<file path="src/io_tile_mem_pkg.sv">
// Memory message package
// Uncached command and response format shared by the dispatcher, the local
// devices and the off-tile memory port. Every access is one 64-bit word.

`default_nettype none

package io_tile_mem_pkg;

  // Physical address and data word widths
  localparam int ADDR_W = 40;
  localparam int DATA_W = 64;

  // Uncached word opcodes
  typedef enum logic [0:0]
  {
    e_mem_uc_rd   = 1'b0
    , e_mem_uc_wr = 1'b1
  } mem_op_e;

  // Same layout for commands and responses
  // Response echoes op and addr; data is zero for a write
  typedef struct packed
  {
    mem_op_e             op;
    logic [ADDR_W-1:0]   addr;
    logic [DATA_W-1:0]   data;
  } mem_msg_s;

endpackage

`default_nettype wire

</file>
<file path="src/io_tile_map_pkg.sv">
// Local memory map package
// Address map of the tile, device codes, register offsets of the
// configuration block and the CLINT slice, and the cfg bus layout.

`default_nettype none

package io_tile_map_pkg;

  // Addresses below this are local to the tile
  localparam logic [31:0] LOCAL_LIMIT = 32'h8000_0000;

  // Device select field of a local address
  localparam int DEV_LSB = 20;
  localparam int DEV_W   = 4;

  typedef enum logic [DEV_W-1:0]
  {
    e_dev_host    = 4'd0
    , e_dev_clint = 4'd1
    , e_dev_cfg   = 4'd2
    , e_dev_cache = 4'd3
  } dev_e;

  // Register offsets, low address bits only
  localparam int OFS_W = 16;

  localparam logic [OFS_W-1:0] CFG_FREEZE_OFS  = 16'h0000;
  localparam logic [OFS_W-1:0] CFG_CORE_ID_OFS = 16'h0008;
  localparam logic [OFS_W-1:0] CFG_MODE_OFS    = 16'h0010;

  localparam logic [OFS_W-1:0] CLINT_MSIP_OFS     = 16'h0000;
  localparam logic [OFS_W-1:0] CLINT_MTIMECMP_OFS = 16'h4000;
  localparam logic [OFS_W-1:0] CLINT_MTIME_OFS    = 16'hBFF8;

  // Clock cycles per mtime tick
  localparam int MTIME_DIV = 8;

  localparam int CORE_ID_W = 8;

  typedef struct packed
  {
    logic                 freeze;
    logic [CORE_ID_W-1:0] core_id;
    logic                 cce_mode;
  } cfg_bus_s;

endpackage

`default_nettype wire

</file>
<file path="src/io_slave_fsm.sv">
// Local device slave FSM
// Single-entry command/response control for a local device. Accepts one
// command, pulses accept_o on that edge and holds the response valid
// until the requester grants it with yumi.

`timescale 1ns/100ps
`default_nettype none

module io_slave_fsm
  (input    logic clk_i
   , input  logic rst_i

   , input  logic cmd_v_i
   , output logic cmd_ready_o
   , output logic accept_o

   , output logic resp_v_o
   , input  logic resp_yumi_i
   );

  typedef enum logic [0:0]
  {
    e_idle   = 1'b0
    , e_resp = 1'b1
  } slave_state_e;

  slave_state_e state_r;
  slave_state_e state_n;

  // Busy while a response waits, which stalls the whole command port
  assign cmd_ready_o = (state_r == e_idle);
  assign accept_o    = cmd_v_i & cmd_ready_o;
  assign resp_v_o    = (state_r == e_resp);

  always_comb
  begin
    state_n = state_r;
    case (state_r)
      e_idle:
        if (accept_o)
          state_n = e_resp;
      e_resp:
        if (resp_yumi_i)
          state_n = e_idle;
      default:
        state_n = e_idle;
    endcase
  end

  always_ff @(posedge clk_i)
  begin
    if (rst_i)
      state_r <= e_idle;
    else
      state_r <= state_n;
  end

endmodule

`default_nettype wire

</file>
<file path="src/mtime_counter.sv">
// Machine timer
// 64-bit mtime that advances once every MTIME_DIV clocks. A load replaces
// the time value and restarts the prescaler.

`timescale 1ns/100ps
`default_nettype none

module mtime_counter
  import io_tile_mem_pkg::*;
  import io_tile_map_pkg::*;
  (input    logic              clk_i
   , input  logic              rst_i

   , input  logic              load_i
   , input  logic [DATA_W-1:0] load_data_i
   , output logic [DATA_W-1:0] mtime_o
   );

  typedef logic [$clog2(MTIME_DIV)-1:0] div_cnt_t;

  div_cnt_t          div_cnt_r;
  logic              tick;
  logic [DATA_W-1:0] mtime_r;

  assign tick = (div_cnt_r == div_cnt_t'(MTIME_DIV - 1));

  always_ff @(posedge clk_i)
  begin
    if (rst_i)
    begin
      div_cnt_r <= '0;
      mtime_r   <= '0;
    end
    else if (load_i)
    begin
      div_cnt_r <= '0;
      mtime_r   <= load_data_i;
    end
    else
    begin
      div_cnt_r <= tick ? '0 : div_cnt_r + 1'b1;
      if (tick)
        mtime_r <= mtime_r + 1'b1;
    end
  end

  assign mtime_o = mtime_r;

endmodule

`default_nettype wire

</file>
<file path="src/mem_cmd_dispatch.sv">
// Memory command dispatcher
// Decodes each uncached command by address and routes it to the cfg
// block, the CLINT slice or the off-tile memory port. Responses return
// through a fixed-priority arbiter: memory, then cfg, then clint.

`timescale 1ns/100ps
`default_nettype none

module mem_cmd_dispatch
  import io_tile_mem_pkg::*;
  import io_tile_map_pkg::*;
  (input    mem_msg_s cmd_i
   , input  logic     cmd_v_i
   , output logic     cmd_ready_o

   , output logic     cfg_cmd_v_o
   , input  logic     cfg_ready_i
   , output logic     clint_cmd_v_o
   , input  logic     clint_ready_i

   , output mem_msg_s mem_cmd_o
   , output logic     mem_cmd_v_o
   , input  logic     mem_cmd_ready_i

   , input  mem_msg_s cfg_resp_i
   , input  logic     cfg_resp_v_i
   , output logic     cfg_resp_yumi_o
   , input  mem_msg_s clint_resp_i
   , input  logic     clint_resp_v_i
   , output logic     clint_resp_yumi_o
   , input  mem_msg_s mem_resp_i
   , input  logic     mem_resp_v_i
   , output logic     mem_resp_yumi_o

   , output mem_msg_s resp_o
   , output logic     resp_v_o
   , input  logic     resp_yumi_i
   );

  logic is_local;
  dev_e dev;
  logic to_cfg;
  logic to_clint;

  assign is_local = (cmd_i.addr < ADDR_W'(LOCAL_LIMIT));
  assign dev      = dev_e'(cmd_i.addr[DEV_LSB +: DEV_W]);
  assign to_cfg   = is_local & (dev == e_dev_cfg);
  assign to_clint = is_local & (dev == e_dev_clint);

  assign cmd_ready_o = cfg_ready_i & clint_ready_i & mem_cmd_ready_i;

  // A target only sees valid when the other two can also take the command,
  // so no target accepts a command the port has not transferred
  assign cfg_cmd_v_o   = cmd_v_i & to_cfg & clint_ready_i & mem_cmd_ready_i;
  assign clint_cmd_v_o = cmd_v_i & to_clint & cfg_ready_i & mem_cmd_ready_i;
  assign mem_cmd_v_o   = cmd_v_i & ~to_cfg & ~to_clint & cfg_ready_i & clint_ready_i;

  // Non-local traffic leaves unchanged
  assign mem_cmd_o = cmd_i;

  assign resp_v_o = mem_resp_v_i | cfg_resp_v_i | clint_resp_v_i;
  assign resp_o   = mem_resp_v_i ? mem_resp_i
                  : cfg_resp_v_i ? cfg_resp_i
                  : clint_resp_i;

  // Grant goes to the shown source only
  assign mem_resp_yumi_o   = resp_yumi_i & mem_resp_v_i;
  assign cfg_resp_yumi_o   = resp_yumi_i & cfg_resp_v_i & ~mem_resp_v_i;
  assign clint_resp_yumi_o = resp_yumi_i & clint_resp_v_i & ~mem_resp_v_i & ~cfg_resp_v_i;

endmodule

`default_nettype wire

</file>
<file path="src/cfg_regs.sv">
// Configuration register block
// Holds freeze, core id and coherence mode and drives them on the cfg bus.
// One command at a time, with a registered response.

`timescale 1ns/100ps
`default_nettype none

module cfg_regs
  import io_tile_mem_pkg::*;
  import io_tile_map_pkg::*;
  (input    logic     clk_i
   , input  logic     rst_i

   , input  mem_msg_s cmd_i
   , input  logic     cmd_v_i
   , output logic     cmd_ready_o

   , output mem_msg_s resp_o
   , output logic     resp_v_o
   , input  logic     resp_yumi_i

   , output cfg_bus_s cfg_bus_o
   );

  logic              accept;
  logic              is_wr;
  logic [OFS_W-1:0]  ofs;
  logic [DATA_W-1:0] rd_data;
  cfg_bus_s          cfg_r;

  io_slave_fsm fsm_i
    (.clk_i(clk_i)
     ,.rst_i(rst_i)
     ,.cmd_v_i(cmd_v_i)
     ,.cmd_ready_o(cmd_ready_o)
     ,.accept_o(accept)
     ,.resp_v_o(resp_v_o)
     ,.resp_yumi_i(resp_yumi_i)
     );

  assign is_wr = (cmd_i.op == e_mem_uc_wr);
  assign ofs   = cmd_i.addr[OFS_W-1:0];

  always_comb
  begin
    case (ofs)
      CFG_FREEZE_OFS:  rd_data = DATA_W'(cfg_r.freeze);
      CFG_CORE_ID_OFS: rd_data = DATA_W'(cfg_r.core_id);
      CFG_MODE_OFS:    rd_data = DATA_W'(cfg_r.cce_mode);
      default:         rd_data = '0;
    endcase
  end

  // Core comes up frozen
  always_ff @(posedge clk_i)
  begin
    if (rst_i)
      cfg_r <= '{freeze: 1'b1, core_id: '0, cce_mode: 1'b0};
    else if (accept & is_wr)
    begin
      case (ofs)
        CFG_FREEZE_OFS:  cfg_r.freeze   <= cmd_i.data[0];
        CFG_CORE_ID_OFS: cfg_r.core_id  <= cmd_i.data[CORE_ID_W-1:0];
        CFG_MODE_OFS:    cfg_r.cce_mode <= cmd_i.data[0];
        default:         cfg_r          <= cfg_r;
      endcase
    end
  end

  always_ff @(posedge clk_i)
  begin
    if (accept)
    begin
      resp_o.op   <= cmd_i.op;
      resp_o.addr <= cmd_i.addr;
      resp_o.data <= is_wr ? '0 : rd_data;
    end
  end

  assign cfg_bus_o = cfg_r;

endmodule

`default_nettype wire

</file>
<file path="src/clint_slice.sv">
// CLINT slice
// Per-tile mtime, mtimecmp and msip registers behind the uncached command
// port. Raises the timer interrupt when mtime reaches mtimecmp and the
// software interrupt from msip bit 0.

`timescale 1ns/100ps
`default_nettype none

module clint_slice
  import io_tile_mem_pkg::*;
  import io_tile_map_pkg::*;
  (input    logic     clk_i
   , input  logic     rst_i

   , input  mem_msg_s cmd_i
   , input  logic     cmd_v_i
   , output logic     cmd_ready_o

   , output mem_msg_s resp_o
   , output logic     resp_v_o
   , input  logic     resp_yumi_i

   , output logic     timer_irq_o
   , output logic     software_irq_o
   );

  logic              accept;
  logic              is_wr;
  logic [OFS_W-1:0]  ofs;
  logic              mtime_load;
  logic [DATA_W-1:0] mtime;
  logic [DATA_W-1:0] mtimecmp_r;
  logic              msip_r;
  logic [DATA_W-1:0] rd_data;

  io_slave_fsm fsm_i
    (.clk_i(clk_i)
     ,.rst_i(rst_i)
     ,.cmd_v_i(cmd_v_i)
     ,.cmd_ready_o(cmd_ready_o)
     ,.accept_o(accept)
     ,.resp_v_o(resp_v_o)
     ,.resp_yumi_i(resp_yumi_i)
     );

  assign is_wr      = (cmd_i.op == e_mem_uc_wr);
  assign ofs        = cmd_i.addr[OFS_W-1:0];
  assign mtime_load = accept & is_wr & (ofs == CLINT_MTIME_OFS);

  mtime_counter mtime_i
    (.clk_i(clk_i)
     ,.rst_i(rst_i)
     ,.load_i(mtime_load)
     ,.load_data_i(cmd_i.data)
     ,.mtime_o(mtime)
     );

  always_comb
  begin
    case (ofs)
      CLINT_MSIP_OFS:     rd_data = DATA_W'(msip_r);
      CLINT_MTIMECMP_OFS: rd_data = mtimecmp_r;
      CLINT_MTIME_OFS:    rd_data = mtime;
      default:            rd_data = '0;
    endcase
  end

  // mtimecmp resets to all ones so the timer stays quiet
  always_ff @(posedge clk_i)
  begin
    if (rst_i)
    begin
      mtimecmp_r     <= '1;
      msip_r         <= 1'b0;
      timer_irq_o    <= 1'b0;
      software_irq_o <= 1'b0;
    end
    else
    begin
      if (accept & is_wr & (ofs == CLINT_MTIMECMP_OFS))
        mtimecmp_r <= cmd_i.data;
      if (accept & is_wr & (ofs == CLINT_MSIP_OFS))
        msip_r <= cmd_i.data[0];
      timer_irq_o    <= (mtime >= mtimecmp_r);
      software_irq_o <= msip_r;
    end
  end

  always_ff @(posedge clk_i)
  begin
    if (accept)
    begin
      resp_o.op   <= cmd_i.op;
      resp_o.addr <= cmd_i.addr;
      resp_o.data <= is_wr ? '0 : rd_data;
    end
  end

endmodule

`default_nettype wire

</file>
<file path="src/io_tile_top.sv">
// Tile I/O top level
// Local memory-map dispatcher of the tile with its configuration block,
// CLINT slice and the off-tile memory port.

`timescale 1ns/100ps
`default_nettype none

module io_tile_top
  import io_tile_mem_pkg::*;
  import io_tile_map_pkg::*;
  (input    logic     clk_i
   , input  logic     rst_i

   , input  mem_msg_s cmd_i
   , input  logic     cmd_v_i
   , output logic     cmd_ready_o

   , output mem_msg_s resp_o
   , output logic     resp_v_o
   , input  logic     resp_yumi_i

   , output mem_msg_s mem_cmd_o
   , output logic     mem_cmd_v_o
   , input  logic     mem_cmd_ready_i

   , input  mem_msg_s mem_resp_i
   , input  logic     mem_resp_v_i
   , output logic     mem_resp_yumi_o

   , output cfg_bus_s cfg_bus_o
   , output logic     timer_irq_o
   , output logic     software_irq_o
   );

  logic     cfg_cmd_v;
  logic     cfg_ready;
  mem_msg_s cfg_resp;
  logic     cfg_resp_v;
  logic     cfg_resp_yumi;

  logic     clint_cmd_v;
  logic     clint_ready;
  mem_msg_s clint_resp;
  logic     clint_resp_v;
  logic     clint_resp_yumi;

  mem_cmd_dispatch dispatch_i
    (.cmd_i(cmd_i)
     ,.cmd_v_i(cmd_v_i)
     ,.cmd_ready_o(cmd_ready_o)
     ,.cfg_cmd_v_o(cfg_cmd_v)
     ,.cfg_ready_i(cfg_ready)
     ,.clint_cmd_v_o(clint_cmd_v)
     ,.clint_ready_i(clint_ready)
     ,.mem_cmd_o(mem_cmd_o)
     ,.mem_cmd_v_o(mem_cmd_v_o)
     ,.mem_cmd_ready_i(mem_cmd_ready_i)
     ,.cfg_resp_i(cfg_resp)
     ,.cfg_resp_v_i(cfg_resp_v)
     ,.cfg_resp_yumi_o(cfg_resp_yumi)
     ,.clint_resp_i(clint_resp)
     ,.clint_resp_v_i(clint_resp_v)
     ,.clint_resp_yumi_o(clint_resp_yumi)
     ,.mem_resp_i(mem_resp_i)
     ,.mem_resp_v_i(mem_resp_v_i)
     ,.mem_resp_yumi_o(mem_resp_yumi_o)
     ,.resp_o(resp_o)
     ,.resp_v_o(resp_v_o)
     ,.resp_yumi_i(resp_yumi_i)
     );

  // Devices see the command directly, gated by their own valid
  cfg_regs cfg_i
    (.clk_i(clk_i)
     ,.rst_i(rst_i)
     ,.cmd_i(cmd_i)
     ,.cmd_v_i(cfg_cmd_v)
     ,.cmd_ready_o(cfg_ready)
     ,.resp_o(cfg_resp)
     ,.resp_v_o(cfg_resp_v)
     ,.resp_yumi_i(cfg_resp_yumi)
     ,.cfg_bus_o(cfg_bus_o)
     );

  clint_slice clint_i
    (.clk_i(clk_i)
     ,.rst_i(rst_i)
     ,.cmd_i(cmd_i)
     ,.cmd_v_i(clint_cmd_v)
     ,.cmd_ready_o(clint_ready)
     ,.resp_o(clint_resp)
     ,.resp_v_o(clint_resp_v)
     ,.resp_yumi_i(clint_resp_yumi)
     ,.timer_irq_o(timer_irq_o)
     ,.software_irq_o(software_irq_o)
     );

endmodule

`default_nettype wire

</file>
<file path="config.mk">
export PLATFORM = sky130hd
export DESIGN_NAME = io_tile_top
export DESIGN_NICKNAME = d
export VERILOG_FILES = /design/src/io_tile_mem_pkg.sv /design/src/io_tile_map_pkg.sv /design/src/io_slave_fsm.sv /design/src/mtime_counter.sv /design/src/mem_cmd_dispatch.sv /design/src/cfg_regs.sv /design/src/clint_slice.sv /design/src/io_tile_top.sv
export SDC_FILE = /design/constraint.sdc
export NUM_CORES = 1
export LEC_CHECK = 0
export BUFFER_PORTS_ARGS = -buffer_cell sky130_fd_sc_hd__buf_2
export CORE_AREA = 2 2 203 165
export CTS_CLUSTER_DIAMETER = 100
export CTS_CLUSTER_SIZE = 28
export DETAILED_ROUTE_END_ITERATION = 10
export DIE_AREA = 0 0 205 167
export GPL_TIMING_DRIVEN = 1
export PLACE_DENSITY = 0.83
export SYNTH_ARGS = -nofsm -noshare
export SYNTH_HDL_FRONTEND = slang
export SYNTH_SLANG_ARGS = --single-unit
</file>
<file path="constraint.sdc">
create_clock -name clk_i -period 4.93 [get_ports clk_i]
set_input_delay 0.2465 -clock clk_i [delete_from_list [all_inputs] [get_ports clk_i]]
set_output_delay 0.2465 -clock clk_i [all_outputs]
set_load 0.05 [all_outputs]
</file>
# Word-level counts from Yosys, hierarchy flattened
# Index checks and enable logic that the tools add are counted.
dict set report word_totals {
  reg_bits 356
  in_bits 216
  out_inout_bits 226
}
dict set report op_classes {
  n_addsub 2
  magnitude_cmp 2
  n_eq_ne 7
  n_mux 12
  n_bitwise 34
  reduce_logical 6
}
# op count
set op_table {}
lappend op_table {{$mux 105} 2}
lappend op_table {{$pmux 64 s3} 1}
lappend op_table {{$mux 64} 2}
lappend op_table {{$add 64x1->64 const B} 1}
lappend op_table {{$ge 64x64->1} 1}
lappend op_table {{$lt 40x32->1 const B} 1}
lappend op_table {{$and 1x1->1} 27}
lappend op_table {{$pmux 8 s3} 1}
lappend op_table {{$eq 16x15->1 const B} 1}
lappend op_table {{$eq 16x16->1 const B} 1}
lappend op_table {{$eq 16x4->1 const B} 1}
lappend op_table {{$eq 16x5->1 const B} 1}
lappend op_table {{$logic_not 16->1} 1}
lappend op_table {{$reduce_and 2->1} 3}
lappend op_table {{$not 1->1} 5}
lappend op_table {{$eq 4x1->1 const B} 1}
lappend op_table {{$eq 4x2->1 const B} 1}
lappend op_table {{$mux 1} 4}
lappend op_table {{$pmux 1 s2} 2}
lappend op_table {{$add 3x1->3 const B} 1}
lappend op_table {{$eq 3x3->1 const B} 1}
lappend op_table {{$reduce_or 3->1} 1}
lappend op_table {{$or 1x1->1} 2}
lappend op_table {{$reduce_bool 2->1} 1}

# Depth between registers and ports, before layout
dict set report logic_depth {
  word_depth 9
  ltp_mapped 10
  ltp_nobuf 8
}

# Modules after synthesis
# A second synthesis with hierarchy kept.
dict set report unflattened {
  hier_cells 1893
  hier_area_um2 17693.2
}
# mod n_inst cells_each area_each_um2
set modules_own_cells {}
lappend modules_own_cells {clint_slice 1 725 7935.1}
lappend modules_own_cells {mtime_counter 1 508 4097.7}
lappend modules_own_cells {mem_cmd_dispatch 1 473 3080.5}
lappend modules_own_cells {cfg_regs 1 177 2492.4}
lappend modules_own_cells {io_slave_fsm 2 5 43.8}

# Least setup slack after synthesis
# OpenSTA, ideal clock, no wires.
dict set report synth_path {
  path_kind {in2reg}
  startpoint {input port cmd_i[103] in the netlist's numbering}
  endpoint {register clint_i.resp_o[0] in the netlist's numbering (enable)}
  setup_time_ps 459
  t_arrival_ps 3050
  required_ps 4471
  setup_slack_ps 1422
  cell_stages 5
  cell_sequence {nor4_1 > and4_1 > clkbuf_1 > nand2_1 > inv_1}
}
dict set report synth_between {
  elab_chain_len 6
}
# element line
set synth_lines {}
lappend synth_lines {{start, declared} io_tile_top.sv:14} ;# , input mem_msg_s cmd_i
lappend synth_lines {{$lt 40x32->1} mem_cmd_dispatch.sv:45} ;# assign is_local = (cmd_i.addr < ADDR_W'(LOCAL_LIMIT));
lappend synth_lines {{$and 1x1->1} mem_cmd_dispatch.sv:48} ;# assign to_clint = is_local & (dev == e_dev_clint);
lappend synth_lines {{$and 1x1->1 (3 in series)} mem_cmd_dispatch.sv:55} ;# assign clint_cmd_v_o = cmd_v_i & to_clint & cfg_ready_i & mem_cmd_ready_i;
lappend synth_lines {{$and 1x1->1} io_slave_fsm.sv:32} ;# assign accept_o = cmd_v_i & cmd_ready_o;
lappend synth_lines {{net clint_i.accept} clint_slice.sv:27} ;# logic accept;
lappend synth_lines {{end, declared} clint_slice.sv:19} ;# , output mem_msg_s resp_o
# The timed path passes the listed nets, and every way through them passes these cells.
# A chain may end at the register's enable or synchronous reset.

# Final worst setup path
dict set report layout_path {
  startpoint {input port cmd_i[65] in the netlist's numbering}
  endpoint {register clint_i.mtimecmp_r[55]}
}
dict set report layout_between {
  elab_chain_len 8
  word_cells_on_any_way 9
}
# element line
set layout_lines {}
lappend layout_lines {{$lt 40x32->1} mem_cmd_dispatch.sv:45}
lappend layout_lines {{$and 1x1->1} mem_cmd_dispatch.sv:48}
lappend layout_lines {{$and 1x1->1 (3 in series)} mem_cmd_dispatch.sv:55}
lappend layout_lines {{$and 1x1->1} io_slave_fsm.sv:32}
lappend layout_lines {{$and 1x1->1} clint_slice.sv:80} ;# if (accept & is_wr & (ofs == CLINT_MTIMECMP_OFS))
lappend layout_lines {{$and 1x1->1 *} clint_slice.sv:80}
lappend layout_lines {{end signal, assigned} clint_slice.sv:81} ;# mtimecmp_r <= cmd_i.data;
lappend layout_lines {{end, declared} clint_slice.sv:32} ;# logic [DATA_W-1:0] mtimecmp_r;
# Mark *: on every way between the ends. The rest lies on a longest branch, timed or not.

==> flow_summary.rst <==
.. list-table::
   :header-rows: 1

   * - Metric
     - Value
   * - Setup repair after global routing missed its margin
     - false
   * - Hold buffer count at cts
     - approximately 80
   * - Proportion of layout cells with a drive suffix above 1
     - about 25%
   * - Worst Path Required
     - about 5300 ps
   * - Top flip-flop cell by instance count after synthesis
     - edfxtp_1
   * - Distinct cell type count after synthesis
     - between 50 and 60
   * - Post-CTS Setup Bufs
     - 0
   * - Register area share after synthesis
     - between 40% and 50%
   * - Arrival time at the worst endpoint
     - roughly 3700 ps
   * - Clock-pin slew on the worst setup and hold paths
     - between 100 and 150 ps
   * - CTS H-tree lvls
     - 1
   * - VDD IR-drop max
     - around 190 uV
   * - Ys async rst share
     - 0%
   * - Worst slack on hold paths
     - roughly 18 ps
   * - CTS max path bufs
     - 3
   * - Number of violations reported at the end of detailed-routing iteration 0
     - roughly 1300
   * - Detailed-placement wirelength estimate
     - 30.8 mm
   * - Biggest fanout along the worst timing path
     - 82
   * - Via-to-Cell Ratio
     - around 5.7
   * - Power density normalized to cell area
     - between 200 and 300 mW/mm^2
   * - Path type of the worst setup path
     - in2reg
   * - Maximum achievable frequency
     - roughly 0.30 GHz
   * - TritonCTS buffer count
     - 14
   * - Number of setup violations in the final report
     - 0
   * - Sequential cell area
     - 0.00755 sq mm
   * - Final period utilization
     - 66.9%
   * - First-pass DRT Iterations
     - 6
   * - Run status
     - complete, no violations
   * - Number of antenna violations at the first check in global routing
     - 0
   * - I/O pin count
     - approximately 440
   * - Number of enable flip-flop cells after synthesis
     - 154
   * - Pin slew with the least headroom to its limit
     - about 1100 ps
   * - # Max-Cap Violations
     - 0
   * - Syn Area/Cell
     - slightly below 10 sq um
   * - Clock period minus worst slack
     - approximately 3300 ps
   * - Final hold violation count
     - 0
   * - Clock sinks
     - 300
   * - Total Die Area
     - roughly 0.034 sq mm
   * - Horizontal die dimension
     - a little over 200 microns
   * - Syn Inst Count
     - approximately 1600
   * - Net count after synthesis
     - 1900
   * - Total area of multi-input combinational cells
     - between 0.006 and 0.007 sq mm
   * - Routed wire length
     - 45.7 mm
   * - Total count of max-transition violations in the final report
     - 0
   * - Tightest Hold Check Type
     - in2reg
   * - All-layer global routing usage
     - between 20% and 30%
   * - Largest net degree at the start of global routing
     - 96
   * - Placement-stage cell area
     - roughly 0.018 sq mm
   * - Max-slew headroom at the worst pin
     - between 20 and 30%
   * - Layout Area Growth over Synthesis
     - 18.2%
   * - Number of input and output port buffers inserted
     - roughly 440
   * - Layout filler cell count
     - roughly 2600
   * - Number of gates given a new drive strength after cts
     - 0
   * - Via count of the first global-routing pass
     - around 13000
   * - Die Span Y
     - 167 microns
   * - Area of the mapped netlist
     - ~0.016 sq mm
   * - Row count
     - 59
   * - Total number of yosys warnings
     - 0
   * - Delay of the slowest cell on the worst path
     - between 800 and 900 ps
   * - Leakage
     - 0.00781 uW
   * - Number of routed nets with antenna violations
     - 0
   * - Starting Density
     - between 40% and 50%
   * - Cells traversed along the worst timing path
     - dlygate4sd3_1 -> buf_2 -> or3_1 -> nand4b_2 -> nor4b_4 -> and4_4 -> buf_4 -> nor2_1 -> a211o_1
   * - Number of synthesized register bits
     - 300
   * - Clock tree from TritonCTS
     - yes
   * - Clock Skews
     - approximately 20 ps
   * - Clock Latency Late Sink
     - approximately 500 ps
   * - Cell with the largest stage delay on the worst path
     - and4_4
   * - Global placer's final weighted congestion
     - around 0.9
   * - Count of antenna diodes in the layout
     - 0
   * - Total number of nets in the final design
     - about 2200
   * - Average detailed-routed wire length per instance
     - between 15 and 20 microns
   * - First-pass GRT wire length
     - just over 70 mm
   * - Residual DRC count
     - 0
   * - Startpoint class of the critical path
     - input port
   * - Buffers plus inverters on the worst setup path
     - 3
   * - Endpoint type of the worst setup path
     - flip-flop
   * - Post-route design area
     - between 0.015 and 0.02 sq mm
   * - Top cell family by delay on the critical path
     - simple AND/OR/NAND/NOR gates
   * - Clock Root Buffer
     - clkbuf_16
   * - Remaining global-route overflow
     - 0
   * - TNS Setup
     - 0 ps
   * - Routed vias
     - 13700
   * - Area of the placeable core
     - 0.0322 sq mm
-- layer usage --
| metal | vias up | wire length, microns | track usage (%) |
|---|---|---|---|
| met5 | - | 0 | 0 |
| met4 | 0 | 1220 | 6.91 |
| met3 | 92 | 3070 | 3.25 |
| met2 | 626 | 22100 | 43.7 |
| met1 | 6525 | 19300 | 34.4 |
| li1 | 6425 | - | - |
-- power by group --
group | switching (uW) | internal [uW] | leakage (uW)
registers | 0.837 | 2610 | 0.00243
clock network | 779 | 579 | 0.000199
logic | 566 | 209 | 0.00518
-- state kept, by name (all words and copies together) (netlist names) --
register	cells
clint_i.timer_irq_o	1
clint_i.resp_o	105
cfg_i.cfg_bus_o	10
clint_i.mtime_i.mtime_o	64
clint_i.software_irq_o	1
cfg_i.fsm_i.resp_v_o	1
cfg_i.resp_o	49
clint_i.mtime_i.div_cnt_r	3
clint_i.msip_r	1
clint_i.fsm_i.resp_v_o	1
clint_i.mtimecmp_r	64
-- synthesized netlist by cell type, types with 2 or more instances --
cell type / number / area (sq um)
nand2_1: 101 / 379
ha_1: 67 / 838
or3_1: 5 / 31.3
a211o_1: 65 / 569
a22o_1: 56 / 490
and4_1: 10 / 87.6
a21oi_1: 28 / 140
and3_1: 13 / 81.3
nand3_1: 24 / 120
nor4_1: 24 / 150
a311oi_1: 2 / 17.5
a221oi_1: 2 / 17.5
nor3_1: 16 / 80.1
a21o_1: 2 / 15.0
buf_4: 108 / 811
nor2b_1: 5 / 31.3
edfxtp_1: 154 / 4620
nand4_1: 25 / 156
dfxtp_1: 146 / 2920
buf_1: 11 / 41.3
and2_1: 10 / 62.6
a22oi_1: 63 / 473
mux2i_1: 60 / 601
xnor2_1: 48 / 420
a41oi_1: 3 / 26.3
nor3_4: 3 / 48.8
a211oi_1: 63 / 473
o2111ai_1: 2 / 17.5
xor2_1: 13 / 114
nand3_2: 2 / 20.0
clkbuf_1: 73 / 274
buf_2: 14 / 70.1
nor2_1: 239 / 897
nand2b_1: 3 / 18.8
o21ai_0: 67 / 335
inv_1: 75 / 282
-- cells by family after synthesis --
kind of cell | after synthesis | synth area share [%]
AO/OA/AOI/OAI | 360 | 16.6
XOR/XNOR | 61 | 3.36
adder cells (fa/ha/maj) | 67 | 5.27
buffers and inverters | 282 | 9.37
flip-flops | 300 | 47.5
multiplexers | 60 | 3.78
AND/OR/NAND/NOR | 487 | 14.2
-- layout by cell type (no fill, tap or decap), drive strengths merged, types with 3 or more instances in the layout --
cell,n
ha,67
nand2b,3
o21ai,67
dlygate4sd3,80
mux2i,60
and2,10
buf,454
clkbuf,23
a41oi,3
xor2,13
a211oi,63
xnor2,48
nand3,26
nor2,239
or3,5
a21oi,28
dfxtp,146
nand4,26
and4,10
a211o,65
nor2b,5
nor4,24
nor3,19
nand2,101
edfxtp,154
a22o,56
a22oi,63
and3,13
inv,76
-- per-stage QoR --
stage / instances / util (%) / power (uW) / setup slack, ps
CTS: 2394 / 58.3 / 4750 / 1710
global route: 2395 / 58.4 / 4870 / 1480
floorplan: 1617 / - / 3200 / 1420
detailed placement: 2291 / 54.6 / 3380 / 1730
global placement: 2291 / 54.6 / 3370 / 1780
finish: 2395 / 58.4 / 4740 / 1630
-- worst register-to-register path, delay by kind of cell (launching register included) --
| kind | cells | cell delay [ps] |
|---|---|---|
| AND/OR/NAND/NOR | 4 | 1850 |
| flip-flops | 1 | 350 |
| XOR/XNOR | 1 | 140 |
| AO/OA/AOI/OAI | 1 | 320 |
| adder cells (fa/ha/maj) | 2 | 490 |
-- worst paths after layout --
| path | from | to | slack [ps] | cells past startpoint |
|---|---|---|---|---|
| worst max-delay path | cmd_i[65] | clint_i.mtimecmp_r[55] | 1630 | 9 |
| worst min-delay path | cmd_i[40] | clint_i.mtimecmp_r[40] | 20 | 2 |
| worst max register to register | clint_i.mtime_i.div_cnt_r[0] | clint_i.mtime_i.mtime_o[49] | 1680 | 8 |
| worst min register to register | clint_i.mtime_i.div_cnt_r[0] | clint_i.mtime_i.div_cnt_r[0] | 440 | 1 |
-- area by class of cell --
cell class              instances  area share (%)
clock inverters                 1          0.0466
flip-flops and latches        300            40.2
multi-input cells            1035            36.7
repair buffers                534            16.6
inverters                      75            1.51
clock buffers                  23            2.16
well taps                     427            2.84
(Power assumes the default switching activity.)
